===== config.mk =====
export PLATFORM = sky130hd
export DESIGN_NAME = tx_iq_core
export DESIGN_NICKNAME = d
export VERILOG_FILES = /design/src/rtl/tx_iq_pkg.sv /design/src/rtl/tx_frame_decode.sv /design/src/rtl/tx_cmd_decode.sv /design/src/rtl/tx_sample_fifo.sv /design/src/rtl/tx_iq_execute.sv /design/src/rtl/tx_iq_result.sv /design/src/rtl/tx_iq_core.sv
export SDC_FILE = /design/constraint.sdc
export NUM_CORES = 1
export LEC_CHECK = 0
export BUFFER_PORTS_ARGS = -buffer_cell sky130_fd_sc_hd__buf_2
export CORE_UTILIZATION = 57
export DETAILED_ROUTE_END_ITERATION = 7
export GPL_ROUTABILITY_DRIVEN = 0
export GPL_TIMING_DRIVEN = 0
export MAX_ROUTING_LAYER = met4
export PLACE_DENSITY = 0.86
export SETUP_SLACK_MARGIN = 0.1
export SKIP_CTS_REPAIR_TIMING = 1
export SYNTH_ARGS = -nofsm -noshare
export SYNTH_HDL_FRONTEND = slang
export SYNTH_HIERARCHICAL = 1
export SYNTH_SLANG_ARGS = --single-unit

===== constraint.sdc =====
create_clock -name pi_tx_clk -period 6.39 [get_ports pi_tx_clk]
set_clock_uncertainty 0.15 [all_clocks]
set_input_delay 1.278 -clock pi_tx_clk [delete_from_list [all_inputs] [get_ports pi_tx_clk]]
set_output_delay 1.278 -clock pi_tx_clk [all_outputs]
set_load 0.01 [all_outputs]

===== src/rtl/tx_iq_pkg.sv =====
// Shared transmit IQ definitions
// Sample word union, command word field positions, register addresses
package tx_iq_pkg;

  // One 32-bit sample word, read as an IQ pair or as CW key bytes
  typedef union packed {
    // I in the upper half, Q in the lower half
    struct packed {
      logic signed [15:0] i;
      logic signed [15:0] q;
    } iq;
    // Four bytes, key bit sits in bit 0 of each
    logic [3:0][7:0] cw;
  } tx_sample_u;

  // 48-bit command word from the host
  typedef logic [47:0] cmd_word_t;

  // Command word field positions
  localparam int CMD_CWX_BIT  = 41;
  localparam int CMD_RUN_BIT  = 40;
  localparam int CMD_ADDR_MSB = 38;
  localparam int CMD_ADDR_LSB = 33;
  localparam int CMD_PTT_BIT  = 32;
  localparam int CMD_DATA_MSB = 31;
  localparam int CMD_DATA_LSB = 0;

  // Register address width and map
  localparam int CMD_ADDR_W = 6;
  localparam logic [CMD_ADDR_W-1:0] CMD_ADDR_DRIVE = 6'd9;

  // Drive level width, taken from the low data bits
  localparam int DRIVE_W = 8;

endpackage


===== src/rtl/tx_frame_decode.sv =====
// Nibble stream to sample word assembly
// Credit counter toward the sample FIFO and sticky overrun flag
module tx_frame_decode #(
  parameter int FIFO_DEPTH = 16,
  parameter int CREDIT_W   = 5
) (
  input  logic                  pi_tx_clk,
  input  logic                  rst_n,
  input  logic [3:0]            tx_data,
  input  logic                  tx_valid,
  input  logic                  credit_return,
  output tx_iq_pkg::tx_sample_u word,
  output logic                  word_valid,
  output logic                  tx_overrun
);

  // Partial word, most significant nibble first
  logic [31:0]         shift_reg;
  logic [2:0]          nib_cnt;
  logic [CREDIT_W-1:0] credit_cnt;

  logic word_done;
  logic have_credit;
  logic push_word;

  // Eighth nibble of a word arrives this cycle
  assign word_done   = tx_valid && (nib_cnt == 3'd7);
  assign have_credit = (credit_cnt != '0);
  // Push only with a credit in hand
  assign push_word   = word_done && have_credit;

  // ------------------------------------------------------------------
  // Nibble shifter and word register
  // ------------------------------------------------------------------
  always_ff @(posedge pi_tx_clk) begin
    if (tx_valid) begin
      shift_reg <= {shift_reg[27:0], tx_data};
    end
    // Completed word lands with the last nibble
    if (word_done) begin
      word <= {shift_reg[27:0], tx_data};
    end
  end

  // Nibble position, wraps every eight valid nibbles
  always_ff @(posedge pi_tx_clk) begin
    if (!rst_n) begin
      nib_cnt <= '0;
    end else if (tx_valid) begin
      nib_cnt <= nib_cnt + 3'd1;
    end
  end

  // ------------------------------------------------------------------
  // Credit loop and overrun
  // ------------------------------------------------------------------
  always_ff @(posedge pi_tx_clk) begin
    if (!rst_n) begin
      credit_cnt <= CREDIT_W'(FIFO_DEPTH);
      word_valid <= 1'b0;
      tx_overrun <= 1'b0;
    end else begin
      // Spend on push, refund on FIFO pop, both may land together
      credit_cnt <= credit_cnt - CREDIT_W'(push_word) + CREDIT_W'(credit_return);
      word_valid <= push_word;
      // Word without credit is dropped, flag stays until reset
      if (word_done && !have_credit) begin
        tx_overrun <= 1'b1;
      end
    end
  end

endmodule


===== src/rtl/tx_cmd_decode.sv =====
// Command word decode
// Run, PTT, CW-from-stream enable and drive level register
module tx_cmd_decode (
  input  logic                 pi_tx_clk,
  input  logic                 rst_n,
  input  logic                 cmd_valid,
  input  tx_iq_pkg::cmd_word_t cmd_word,
  output logic                 run,
  output logic                 ptt,
  output logic                 cwx_enable,
  output logic [7:0]           drive_level
);

  // Field split of the incoming command
  logic [tx_iq_pkg::CMD_ADDR_W-1:0] cmd_addr;
  logic [31:0]                      cmd_data;
  logic                             drive_wr;

  assign cmd_addr = cmd_word[tx_iq_pkg::CMD_ADDR_MSB:tx_iq_pkg::CMD_ADDR_LSB];
  assign cmd_data = cmd_word[tx_iq_pkg::CMD_DATA_MSB:tx_iq_pkg::CMD_DATA_LSB];

  // Drive register write strobe
  assign drive_wr = cmd_valid && (cmd_addr == tx_iq_pkg::CMD_ADDR_DRIVE);

  // ------------------------------------------------------------------
  // Control bits, refreshed by every command
  // ------------------------------------------------------------------
  always_ff @(posedge pi_tx_clk) begin
    if (!rst_n) begin
      run        <= 1'b0;
      ptt        <= 1'b0;
      cwx_enable <= 1'b0;
    end else if (cmd_valid) begin
      run        <= cmd_word[tx_iq_pkg::CMD_RUN_BIT];
      ptt        <= cmd_word[tx_iq_pkg::CMD_PTT_BIT];
      cwx_enable <= cmd_word[tx_iq_pkg::CMD_CWX_BIT];
    end
  end

  // ------------------------------------------------------------------
  // Drive level register
  // ------------------------------------------------------------------
  always_ff @(posedge pi_tx_clk) begin
    if (!rst_n) begin
      drive_level <= '0;
    end else if (drive_wr) begin
      // Low data byte only, other addresses leave it alone
      drive_level <= cmd_data[tx_iq_pkg::DRIVE_W-1:0];
    end
  end

endmodule


===== src/rtl/tx_sample_fifo.sv =====
// Synchronous sample FIFO on a register array
// Head word is always presented, one credit returned per pop
module tx_sample_fifo #(
  parameter int FIFO_DEPTH = 16
) (
  input  logic                  pi_tx_clk,
  input  logic                  rst_n,
  input  logic                  push,
  input  tx_iq_pkg::tx_sample_u push_data,
  input  logic                  pop,
  output tx_iq_pkg::tx_sample_u pop_data,
  output logic                  empty,
  output logic                  credit_return
);

  localparam int PTR_W = (FIFO_DEPTH > 1) ? $clog2(FIFO_DEPTH) : 1;
  localparam int CNT_W = $clog2(FIFO_DEPTH + 1);

  tx_iq_pkg::tx_sample_u mem [FIFO_DEPTH];
  logic [PTR_W-1:0]      wr_ptr;
  logic [PTR_W-1:0]      rd_ptr;
  logic [CNT_W-1:0]      fill_count;
  logic                  do_pop;

  assign empty    = (fill_count == '0);
  assign do_pop   = pop && !empty;
  assign pop_data = mem[rd_ptr];

  // Storage, written whenever the decoder pushes
  always_ff @(posedge pi_tx_clk) begin
    if (push) begin
      mem[wr_ptr] <= push_data;
    end
  end

  // ------------------------------------------------------------------
  // Pointers, fill level and credit pulse
  // ------------------------------------------------------------------
  always_ff @(posedge pi_tx_clk) begin
    if (!rst_n) begin
      wr_ptr        <= '0;
      rd_ptr        <= '0;
      fill_count    <= '0;
      credit_return <= 1'b0;
    end else begin
      // Wrap explicitly so odd depths work too
      if (push) begin
        wr_ptr <= (wr_ptr == PTR_W'(FIFO_DEPTH - 1)) ? '0 : wr_ptr + 1'b1;
      end
      if (do_pop) begin
        rd_ptr <= (rd_ptr == PTR_W'(FIFO_DEPTH - 1)) ? '0 : rd_ptr + 1'b1;
      end
      fill_count    <= fill_count + CNT_W'(push) - CNT_W'(do_pop);
      // One credit back per word leaving
      credit_return <= do_pop;
    end
  end

endmodule


===== src/rtl/tx_iq_execute.sv =====
// DAC strobe sample execution
// Drive scaling of IQ pairs or CW envelope from key bits, hole on empty FIFO
module tx_iq_execute (
  input  logic                  pi_tx_clk,
  input  logic                  rst_n,
  input  logic                  dac_strobe,
  input  logic                  empty,
  input  tx_iq_pkg::tx_sample_u pop_data,
  input  logic                  cwx_enable,
  input  logic [7:0]            drive_level,
  output logic                  pop,
  output logic                  exec_valid,
  output logic [15:0]           exec_i,
  output logic [15:0]           exec_q,
  output logic                  exec_key,
  output logic                  exec_hole
);

  // 16-bit signed times 9-bit positive drive
  logic signed [24:0] prod_i;
  logic signed [24:0] prod_q;
  logic               cw_key;
  logic [15:0]        next_i;
  logic [15:0]        next_q;

  // Take the head word whenever there is one
  assign pop = dac_strobe && !empty;

  assign prod_i = pop_data.iq.i * $signed({1'b0, drive_level});
  assign prod_q = pop_data.iq.q * $signed({1'b0, drive_level});

  // Any key bit in the four CW bytes
  assign cw_key = pop_data.cw[3][0] | pop_data.cw[2][0] |
                  pop_data.cw[1][0] | pop_data.cw[0][0];

  // ------------------------------------------------------------------
  // Output pair selection
  // ------------------------------------------------------------------
  always_comb begin
    next_i = '0;
    next_q = '0;
    if (empty) begin
      // Hole, zero pair
      next_i = '0;
    end else if (cwx_enable) begin
      // Carrier envelope follows the key, Q stays zero
      if (cw_key) begin
        next_i = {1'b0, drive_level, 7'b0};
      end
    end else begin
      // Scale by drive, drop 8 fraction bits
      next_i = 16'(prod_i >>> 8);
      next_q = 16'(prod_q >>> 8);
    end
  end

  // Control flags of the execute stage
  always_ff @(posedge pi_tx_clk) begin
    if (!rst_n) begin
      exec_valid <= 1'b0;
      exec_hole  <= 1'b0;
      exec_key   <= 1'b0;
    end else begin
      exec_valid <= dac_strobe;
      if (dac_strobe) begin
        exec_hole <= empty;
        exec_key  <= cwx_enable && cw_key && !empty;
      end
    end
  end

  // Pair payload, captured per strobe
  always_ff @(posedge pi_tx_clk) begin
    if (dac_strobe) begin
      exec_i <= next_i;
      exec_q <= next_q;
    end
  end

endmodule


===== src/rtl/tx_iq_result.sv =====
// DAC output stage
// Transmit gating of the IQ pair and saturating underrun counter
module tx_iq_result (
  input  logic        pi_tx_clk,
  input  logic        rst_n,
  input  logic        exec_valid,
  input  logic [15:0] exec_i,
  input  logic [15:0] exec_q,
  input  logic        exec_key,
  input  logic        exec_hole,
  input  logic        run,
  input  logic        ptt,
  output logic        dac_valid,
  output logic [15:0] dac_i,
  output logic [15:0] dac_q,
  output logic        tx_on,
  output logic [7:0]  underrun_count
);

  // Transmit enable for the pair in flight
  logic tx_on_next;

  // PTT or a CW key both key the transmitter while running
  assign tx_on_next = run && (ptt || exec_key);

  // ------------------------------------------------------------------
  // Valid, transmit state and underrun count
  // ------------------------------------------------------------------
  always_ff @(posedge pi_tx_clk) begin
    if (!rst_n) begin
      dac_valid      <= 1'b0;
      tx_on          <= 1'b0;
      underrun_count <= '0;
    end else begin
      dac_valid <= exec_valid;
      if (exec_valid) begin
        tx_on <= tx_on_next;
      end
      // Counter sticks at full scale
      if (exec_valid && exec_hole && (underrun_count != 8'hff)) begin
        underrun_count <= underrun_count + 8'd1;
      end
    end
  end

  // Pair register, silent while not transmitting
  always_ff @(posedge pi_tx_clk) begin
    if (exec_valid) begin
      dac_i <= tx_on_next ? exec_i : '0;
      dac_q <= tx_on_next ? exec_q : '0;
    end
  end

endmodule


===== src/rtl/tx_iq_core.sv =====
// Transmit IQ core top level
// Frame and command decode, sample FIFO, execute and result stages
module tx_iq_core #(
  parameter int FIFO_DEPTH = 16,
  parameter int CREDIT_W   = 5
) (
  input  logic                 pi_tx_clk,
  input  logic                 rst_n,
  input  logic [3:0]           tx_data,
  input  logic                 tx_valid,
  input  logic                 cmd_valid,
  input  tx_iq_pkg::cmd_word_t cmd_word,
  input  logic                 dac_strobe,
  output logic                 dac_valid,
  output logic [15:0]          dac_i,
  output logic [15:0]          dac_q,
  output logic                 tx_on,
  output logic                 tx_overrun,
  output logic [7:0]           underrun_count
);

  // Decode to FIFO
  tx_iq_pkg::tx_sample_u word;
  logic                  word_valid;
  logic                  credit_return;

  // FIFO to execute
  tx_iq_pkg::tx_sample_u pop_data;
  logic                  empty;
  logic                  pop;

  // Command settings
  logic       run;
  logic       ptt;
  logic       cwx_enable;
  logic [7:0] drive_level;

  // Execute to result
  logic        exec_valid;
  logic [15:0] exec_i;
  logic [15:0] exec_q;
  logic        exec_key;
  logic        exec_hole;

  // ------------------------------------------------------------------
  // Decode
  // ------------------------------------------------------------------
  tx_frame_decode #(
    .FIFO_DEPTH(FIFO_DEPTH),
    .CREDIT_W  (CREDIT_W)
  ) u_frame_decode (
    .pi_tx_clk    (pi_tx_clk),
    .rst_n        (rst_n),
    .tx_data      (tx_data),
    .tx_valid     (tx_valid),
    .credit_return(credit_return),
    .word         (word),
    .word_valid   (word_valid),
    .tx_overrun   (tx_overrun)
  );

  tx_cmd_decode u_cmd_decode (
    .pi_tx_clk  (pi_tx_clk),
    .rst_n      (rst_n),
    .cmd_valid  (cmd_valid),
    .cmd_word   (cmd_word),
    .run        (run),
    .ptt        (ptt),
    .cwx_enable (cwx_enable),
    .drive_level(drive_level)
  );

  // Sample buffer, sized by the same depth as the credits
  tx_sample_fifo #(
    .FIFO_DEPTH(FIFO_DEPTH)
  ) u_sample_fifo (
    .pi_tx_clk    (pi_tx_clk),
    .rst_n        (rst_n),
    .push         (word_valid),
    .push_data    (word),
    .pop          (pop),
    .pop_data     (pop_data),
    .empty        (empty),
    .credit_return(credit_return)
  );

  // ------------------------------------------------------------------
  // Execute and result
  // ------------------------------------------------------------------
  tx_iq_execute u_iq_execute (
    .pi_tx_clk  (pi_tx_clk),
    .rst_n      (rst_n),
    .dac_strobe (dac_strobe),
    .empty      (empty),
    .pop_data   (pop_data),
    .cwx_enable (cwx_enable),
    .drive_level(drive_level),
    .pop        (pop),
    .exec_valid (exec_valid),
    .exec_i     (exec_i),
    .exec_q     (exec_q),
    .exec_key   (exec_key),
    .exec_hole  (exec_hole)
  );

  tx_iq_result u_iq_result (
    .pi_tx_clk     (pi_tx_clk),
    .rst_n         (rst_n),
    .exec_valid    (exec_valid),
    .exec_i        (exec_i),
    .exec_q        (exec_q),
    .exec_key      (exec_key),
    .exec_hole     (exec_hole),
    .run           (run),
    .ptt           (ptt),
    .dac_valid     (dac_valid),
    .dac_i         (dac_i),
    .dac_q         (dac_q),
    .tx_on         (tx_on),
    .underrun_count(underrun_count)
  );

endmodule


==> out/qor.yml, run 1 <==
floorplanning:
  dieArea_um2: 61640
  core_um2: 59460
  die_y_um: 248.3
  die_w_um: 248.3
  initial_core_util_pct: 58.14
  placementRows: 89
  ios: 100
clock_tree:
  clock_sinks: 688
  htree_levels: 3
  insertion_delay_ns: 0.64
  clk_path_buf_depth: 3
  clk_pin_slew_ns: 0.06
  cts_root_buffer: "clkbuf_16"
  tritoncts: "yes"
  cts_buffers: 68
sta:
  slew-limit-headroom_pct: 29.02
  whs_ns: 0.2911
  finalCritPeriodShare_pct: 99.19
  hold_viol: 0
  worst_pin_slew_ns: 1.065
  rsz0062_at_grt: "yes"
  clock.fmax_mhz: 157.8
  period_needed_ns: 6.338
  setup_viol: 0
  drv_slew: 0
grt:
  grt_pass1_wl_um: 130700
  grt_pass1_vias: 21922
  grt_usage_pct: 30.05
  grt-ovfl-total: 0
  antenna_found_initial: 0
  grt_max_degree: 39
setup_path:
  crit_family: "adder cells"
  critPathCaptureType: "register"
  reg2reg_slack_ns: 0.05
  crit_chain: "clkbuf_16 -> buf_8 -> mux4_2 -> a22oi_1 -> nand2_2 -> and2_1 -> fa_1 -> fa_1 -> inv_1 -> fa_1 -> inv_1 -> fa_1 -> ha_1 -> and3_1 -> a31o_1 -> o2111ai_2 -> a41oi_2 -> or3_1 -> a32o_1"
  cp_common_cell: "fa_1"
  path_buf_inv: 4
  criticalPathCategory: "reg2reg"
  cp_max_fo: 10
  crit_path_start_kind: "register"
  crit_slowest_cell: "mux4_2"
  crit_required_ns: 6.61
  worstPathArrival_ns: 6.56
  crit_path_max_incr_delay_ns: 0.56
layout:
  final_net_count: 2857
  largest_register_ffs: 512
  final_cell_mix: "edfxtp_1 (636), inv_1 (280), fa_1 (197), nand2_1 (192), and2_1 (158)"
  finish.utilization_pct: 66.71
  drive_gt1_share_pct: 21.57
  final.fill_count: 3717
  final_common_cell: "edfxtp_1"
  synthToLayoutAreaGrowth_pct: 14.74
synth:
  synth_sequential_area_ratio_pct: 58.26
  avgSynthCellArea_um2: 15.09
  synth-warning-count: 6
  synthArstFlopShare_pct: 0
  synth_top_flop_cell: "edfxtp_1"
  synthCells: 2291
  synth.distinct_cells: 83
  synth_edf_count: 636
  ys_ff_latch: 688
  syn_area_um2: 34570
  syn_nets: 2654
routing:
  drtPass1Iterations: 6
  via_per_inst: 6.436
  drc_errors: 0
  drtAntennaViolNets: 0
  initialDrtViolationCount: 2784
  drt-wirelength-per-cell_um: 27.68
  num_vias: 21360
  totalWireLength_um: 91860
run:
  cap_viol_max_count: 0
power:
  power_density_nw_per_um2: 285.0
  ir_worst_vdd_mv: 0.2895
  p_leak_nw: 15.05
  total_power_w: 0.01130
worst_hold_path:
  hold_class: "reg2reg"
placement:
  io_buffers: 68
  dp.final_hpwl_um: 55240
run_status:
  outcome: "complete, no violations"
## cell usage after synthesis (all sizes together) (6+ instances only)
cell type  number  share of area, %
xor2           10              0.25
nor3b           6              0.13
buf            32              0.53
xnor2          25              0.63
ha            106               3.8
nor3            8              0.12
dfxtp          52               3.0
a21o            8              0.17
o21ai          20              0.30
mux2i          24              0.69
a21oi          44              0.64
and3           12              0.23
inv           283               3.1
fa            200                12
a22oi          65               1.4
nand3          10              0.16
nor2b          12              0.22
clkbuf         58              0.63
nor2           46              0.50
nand4           8              0.16
mux4          128               8.3
nand2         230               2.5
or3             7              0.13
and2          175               3.2
edfxtp        636                55
o21bai          7              0.16
## logic make-up (layout without fill, tap and decap cells)
kind of cell | count (synthesis) | after routing | synth area share, %
buffers and inverters | 373 | 627 | 4.235
other | 0 | 1 | 0
AOI/OAI and AO/OA | 199 | 199 | 4.238
xor gates and xnor gates | 35 | 35 | 0.8867
DFF | 688 | 688 | 58.26
muxes | 153 | 153 | 9.066
adders and majority gates | 306 | 306 | 15.42
and+or+nand+nor | 537 | 537 | 7.901
## power breakdown
part	total, W	switching, W	internal [W]
combinational	0.00220	0.00119	0.00102
sequential	0.00499	0.0000614	0.00493
clock	0.00411	0.00179	0.00232
total	0.0113	0.00304	0.00827
## through the flow
stage | cells | setup TNS [ns] | setup slack, ns | area (um^2)
2_1_floorplan | 2291 | 0 | 0.4614 | 34570
3_3_place_gp | 3132 | -6.210 | -0.5417 | 35880
3_5_place_dp | 3149 | -9.912 | -0.6211 | 36260
4_1_cts | 3270 | -12.01 | -0.6700 | 38540
5_1_grt | 3318 | -0.1423 | -0.06620 | 39660
6_report | 3319 | 0 | 0.05175 | 39670
## worst paths after layout
kind	from	endpoint	depth (start not counted)
max	register	u_iq_execute/exec_i[9]	19
min	u_frame_decode/shift_reg[26]	u_frame_decode/word[30]	0
min reg2reg	u_frame_decode/shift_reg[26]	u_frame_decode/word[30]	0
max reg2reg	register	u_iq_execute/exec_i[9]	19
## metal layers
metal	GRT usage (%)	up-vias	wire, um
met5	-	-	0
met4	15.05	0	4897
met3	5.527	396	9992
met2	50.10	1696	46210
met1	35.07	10664	30770
li1	-	8604	-
## area by class of cell
cell class | instances | area, um^2 | share of cell area, %
antenna | 1 | 2.502 | 0.006309
buffer | 88 | 696.9 | 1.757
multi-input combinational | 1230 | 13370 | 33.70
clock buffer | 84 | 1837 | 4.630
sequential | 688 | 20150 | 50.79
inverter | 283 | 1062 | 2.678
clock inverter | 37 | 446.7 | 1.126
timing repair buffer | 135 | 1139 | 2.870
tap | 773 | 967.2 | 2.438
Note: power is estimated with default switching activity, not from simulation.
==> run 2, diff against run 1 <==
--- a/config.mk
+++ b/config.mk
@@ -14,7 +14,7 @@
 export PLACE_DENSITY = 0.86
 export SETUP_SLACK_MARGIN = 0.1
 export SKIP_CTS_REPAIR_TIMING = 1
+export SLEW_MARGIN = 20
 export SYNTH_ARGS = -nofsm -noshare
 export SYNTH_HDL_FRONTEND = slang
-export SYNTH_HIERARCHICAL = 1
 export SYNTH_SLANG_ARGS = --single-unit
==> run 2 against run 1 <==
The run now ends with design-rule violations, negative setup slack left. Highest routed layer unchanged. Critical path type unchanged. Largest power group unchanged. Register-to-register slack worse by 0.77 ns. Non-clock buffer count up 12. Largest cell class unchanged. Combinational power down 7%.
==> out/qor.yml, run 2 <==
sta:
  finalCritPeriodShare_pct: 111.2  # was 99.19%
  drv_slew: 0  # unchanged
  whs_ns: 0.2722  # was 0.2911 ns
  rsz0062_at_grt: "yes"  # unchanged
  slew-limit-headroom_pct: 29.81  # was 29.02%
  period_needed_ns: 7.105  # was 6.338 ns
  setup_viol: 23  # was 0
  hold_viol: 0  # unchanged
  clock.fmax_mhz: 140.7  # was 157.8 MHz
  worst_pin_slew_ns: 1.053  # was 1.065 ns
  fin_ws_ns: -0.7153  # was 0.05175 ns
setup_path:
  crit_path_max_incr_delay_ns: 0.65  # was 0.56 ns
  crit_required_ns: 6.57  # was 6.61 ns
  worstPathArrival_ns: 7.29  # was 6.56 ns
  crit_family: "adder cells"  # unchanged
  crit_path_start_kind: "register"  # unchanged
  criticalPathCategory: "reg2reg"  # unchanged
  critPathCaptureType: "register"  # unchanged
  cp_max_fo: 7  # was 10
  crit_slowest_cell: "mux4_2"  # unchanged
  path_buf_inv: 9  # was 4
clock_tree:
  tritoncts: "yes"  # unchanged
  insertion_delay_ns: 0.64  # about the same
  clk_pin_slew_ns: 0.07  # was 0.06 ns
  htree_levels: 3  # unchanged
  clk_path_buf_depth: 3  # unchanged
  cts_root_buffer: "clkbuf_16"  # unchanged
  clock_sinks: 688  # unchanged
  cts_buffers: 68  # unchanged
layout:
  fin_cells: 3202  # was 3319
  final_cell_mix: "edfxtp_1 (636), inv_1 (247), fa_1 (192), mux4_2 (156), and2_1 (153)"  # was edfxtp_1 (636), inv_1 (280), fa_1 (197), nand2_1 (192), and2_1 (158)
  ff_latch_area_um2: 20140  # was 20150 um^2
  final.fill_count: 3662  # was 3717
  fin_area_um2: 39500  # was 39670 um^2
  final_common_cell: "edfxtp_1"  # unchanged
  final_net_count: 2736  # was 2857
  synthToLayoutAreaGrowth_pct: 15.71  # was 14.74%
  multi_input_area_um2: 13220  # was 13370 um^2
  diodes: 0  # was 1
  largest_register_ffs: 512  # unchanged
  drive_gt1_share_pct: 23.67  # was 21.57%
grt:
  grt-ovfl-total: 0  # unchanged
  grt_pass1_wl_um: 126600  # was 130700 um
  grt_usage_pct: 29.96  # was 30.05%
  antenna_found_initial: 0  # unchanged
  grt_pass1_vias: 20562  # was 21922
  grt_max_degree: 37  # was 39
worst_hold_path:
  hold_class: "reg2reg"  # unchanged
synth:
  synth_top_cell_area_share_pct: 55.95  # was 55.24%
  syn_area_um2: 34130  # was 34570 um^2
  ys_ff_latch: 688  # unchanged
  synth.cells.most_frequent: "edfxtp_1 (636), inv_1 (252), fa_1 (200)"  # was edfxtp_1 (636), inv_1 (283), nand2_1 (229)
  synth_most_common_cell: "edfxtp_1"  # unchanged
  synth_sequential_area_ratio_pct: 59.00  # was 58.26%
  synth_edf_count: 636  # unchanged
  avgSynthCellArea_um2: 15.91  # was 15.09 um^2
  yosysTopAreaCell: "edfxtp_1"  # unchanged
  synthArstFlopShare_pct: 0  # unchanged
  syn_nets: 2508  # was 2654
  synthCells: 2145  # was 2291
  synth_top_flop_cell: "edfxtp_1"  # unchanged
  synth.distinct_cells: 64  # was 83
  synth.area.top_cells: "edfxtp_1 (56%), fa_1 (12%), mux4_2 (10%)"  # was edfxtp_1 (55%), fa_1 (12%), mux4_2 (8.3%)
  synth-warning-count: 0  # was 6
routing:
  num_vias: 19922  # was 21360
  initialDrtViolationCount: 2107  # was 2784
  drc_errors: 24  # was 0
  drtPass1Iterations: 8  # was 6
  drtAntennaViolNets: 0  # unchanged
  via_per_inst: 6.222  # was 6.436
  totalWireLength_um: 90480  # was 91860 um
  drt-wirelength-per-cell_um: 28.26  # was 27.68 um
power:
  p_leak_nw: 14.95  # was 15.05 nW
  ir_worst_vdd_mv: 0.3140  # was 0.2895 mV
  power_density_nw_per_um2: 283.8  # was 285.0 nW/um^2
floorplanning:
  dieArea_um2: 60870  # was 61640 um^2
  initial_core_util_pct: 57.73  # was 58.14%
  die_w_um: 246.7  # was 248.3 um
  ios: 100  # unchanged
  die_y_um: 246.7  # was 248.3 um
  core_um2: 59130  # was 59460 um^2
  placementRows: 89  # unchanged
run:
  cap_viol_max_count: 0  # unchanged
placement:
  place_inst: 2988  # was 3149
  pre_cts_ws_ns: -1.292  # was -0.6211 ns
  placed_cell_area_um2: 35790  # was 36260 um^2
  dp.final_hpwl_um: 51660  # was 55240 um
  io_buffers: 68  # unchanged
run_status:
  outcome: "complete, but fails checks"  # was complete, no violations
  violations: "design-rule violations, negative setup slack"
[run 2: changes by cell type in the layout (fill, tap and decap cells not counted), sizes merged, moves of 12 or more]
cell | before | now
mux4 | 128 | 156
and2 | 175 | 188
xor2 | 10 | 22
nor2 | 46 | 81
a22oi | 65 | 4
a21o | 8 | 21
nand2 | 230 | 148
inv | 287 | 254
[run 2: per-stage QoR]
stage                     total power, W  util, %  setup TNS (ns)
final                            0.01121    66.79          -10.61
after global routing             0.01147    66.79          -13.84
after global placement          0.006567    60.37          -19.78
after floorplan                 0.006140        -         -0.3086
after detailed placement        0.006643    60.52          -25.38
after CTS                        0.01076    64.43          -28.40
[run 2: final timing paths]
check                          startpoint                       to  slack, ns  cells past startpoint
max reg2reg                      register  u_iq_execute.exec_i[12]      -0.72                     26
min          u_frame_decode.shift_reg[25]  u_frame_decode.word[29]       0.27                      0
min reg2reg  u_frame_decode.shift_reg[25]  u_frame_decode.word[29]       0.27                      0
max                              register  u_iq_execute.exec_i[12]      -0.72                     26
[run 2: routing by layer]
layer / track usage, % / vias up / routed length (um)
met2: 51.01 / 1341 / 46350
met5: - / - / 0
met4: 13.85 / 0 / 4872
li1: - / 8111 / -
met3: 5.177 / 303 / 8492
met1: 34.76 / 10167 / 30770
[run 2: report_power, final]
| group | leakage [nW] | internal [W] | switching (W) |
|---|---|---|---|
| clock | 1.12 | 0.00236 | 0.00183 |
| combinational | 7.61 | 0.000987 | 0.00106 |
| sequential | 6.23 | 0.00493 | 0.0000492 |
[run 2: area by class of cell]
cell class              count  area share (%)
plain buffers              77           1.628
clock buffers              87           4.543
clock inverters            39           1.315
inverters                 253           2.404
multi-input cells        1127           33.48
flip-flops and latches    688           51.00
well taps                 773           2.449
repair buffers            158           3.187
[run 2: logic make-up (layout without fill, tap and decap cells)]
kind of cell / count (synthesis) / count (layout) / share of synthesized area (%)
adders and majority gates: 306 / 306 / 15.62
and+or+nand+nor: 479 / 479 / 7.122
buffers and inverters: 330 / 614 / 3.728
xor gates and xnor gates: 55 / 55 / 1.411
AOI/OAI and AO/OA: 109 / 109 / 2.174
muxes: 178 / 178 / 10.95
DFF: 688 / 688 / 59.00
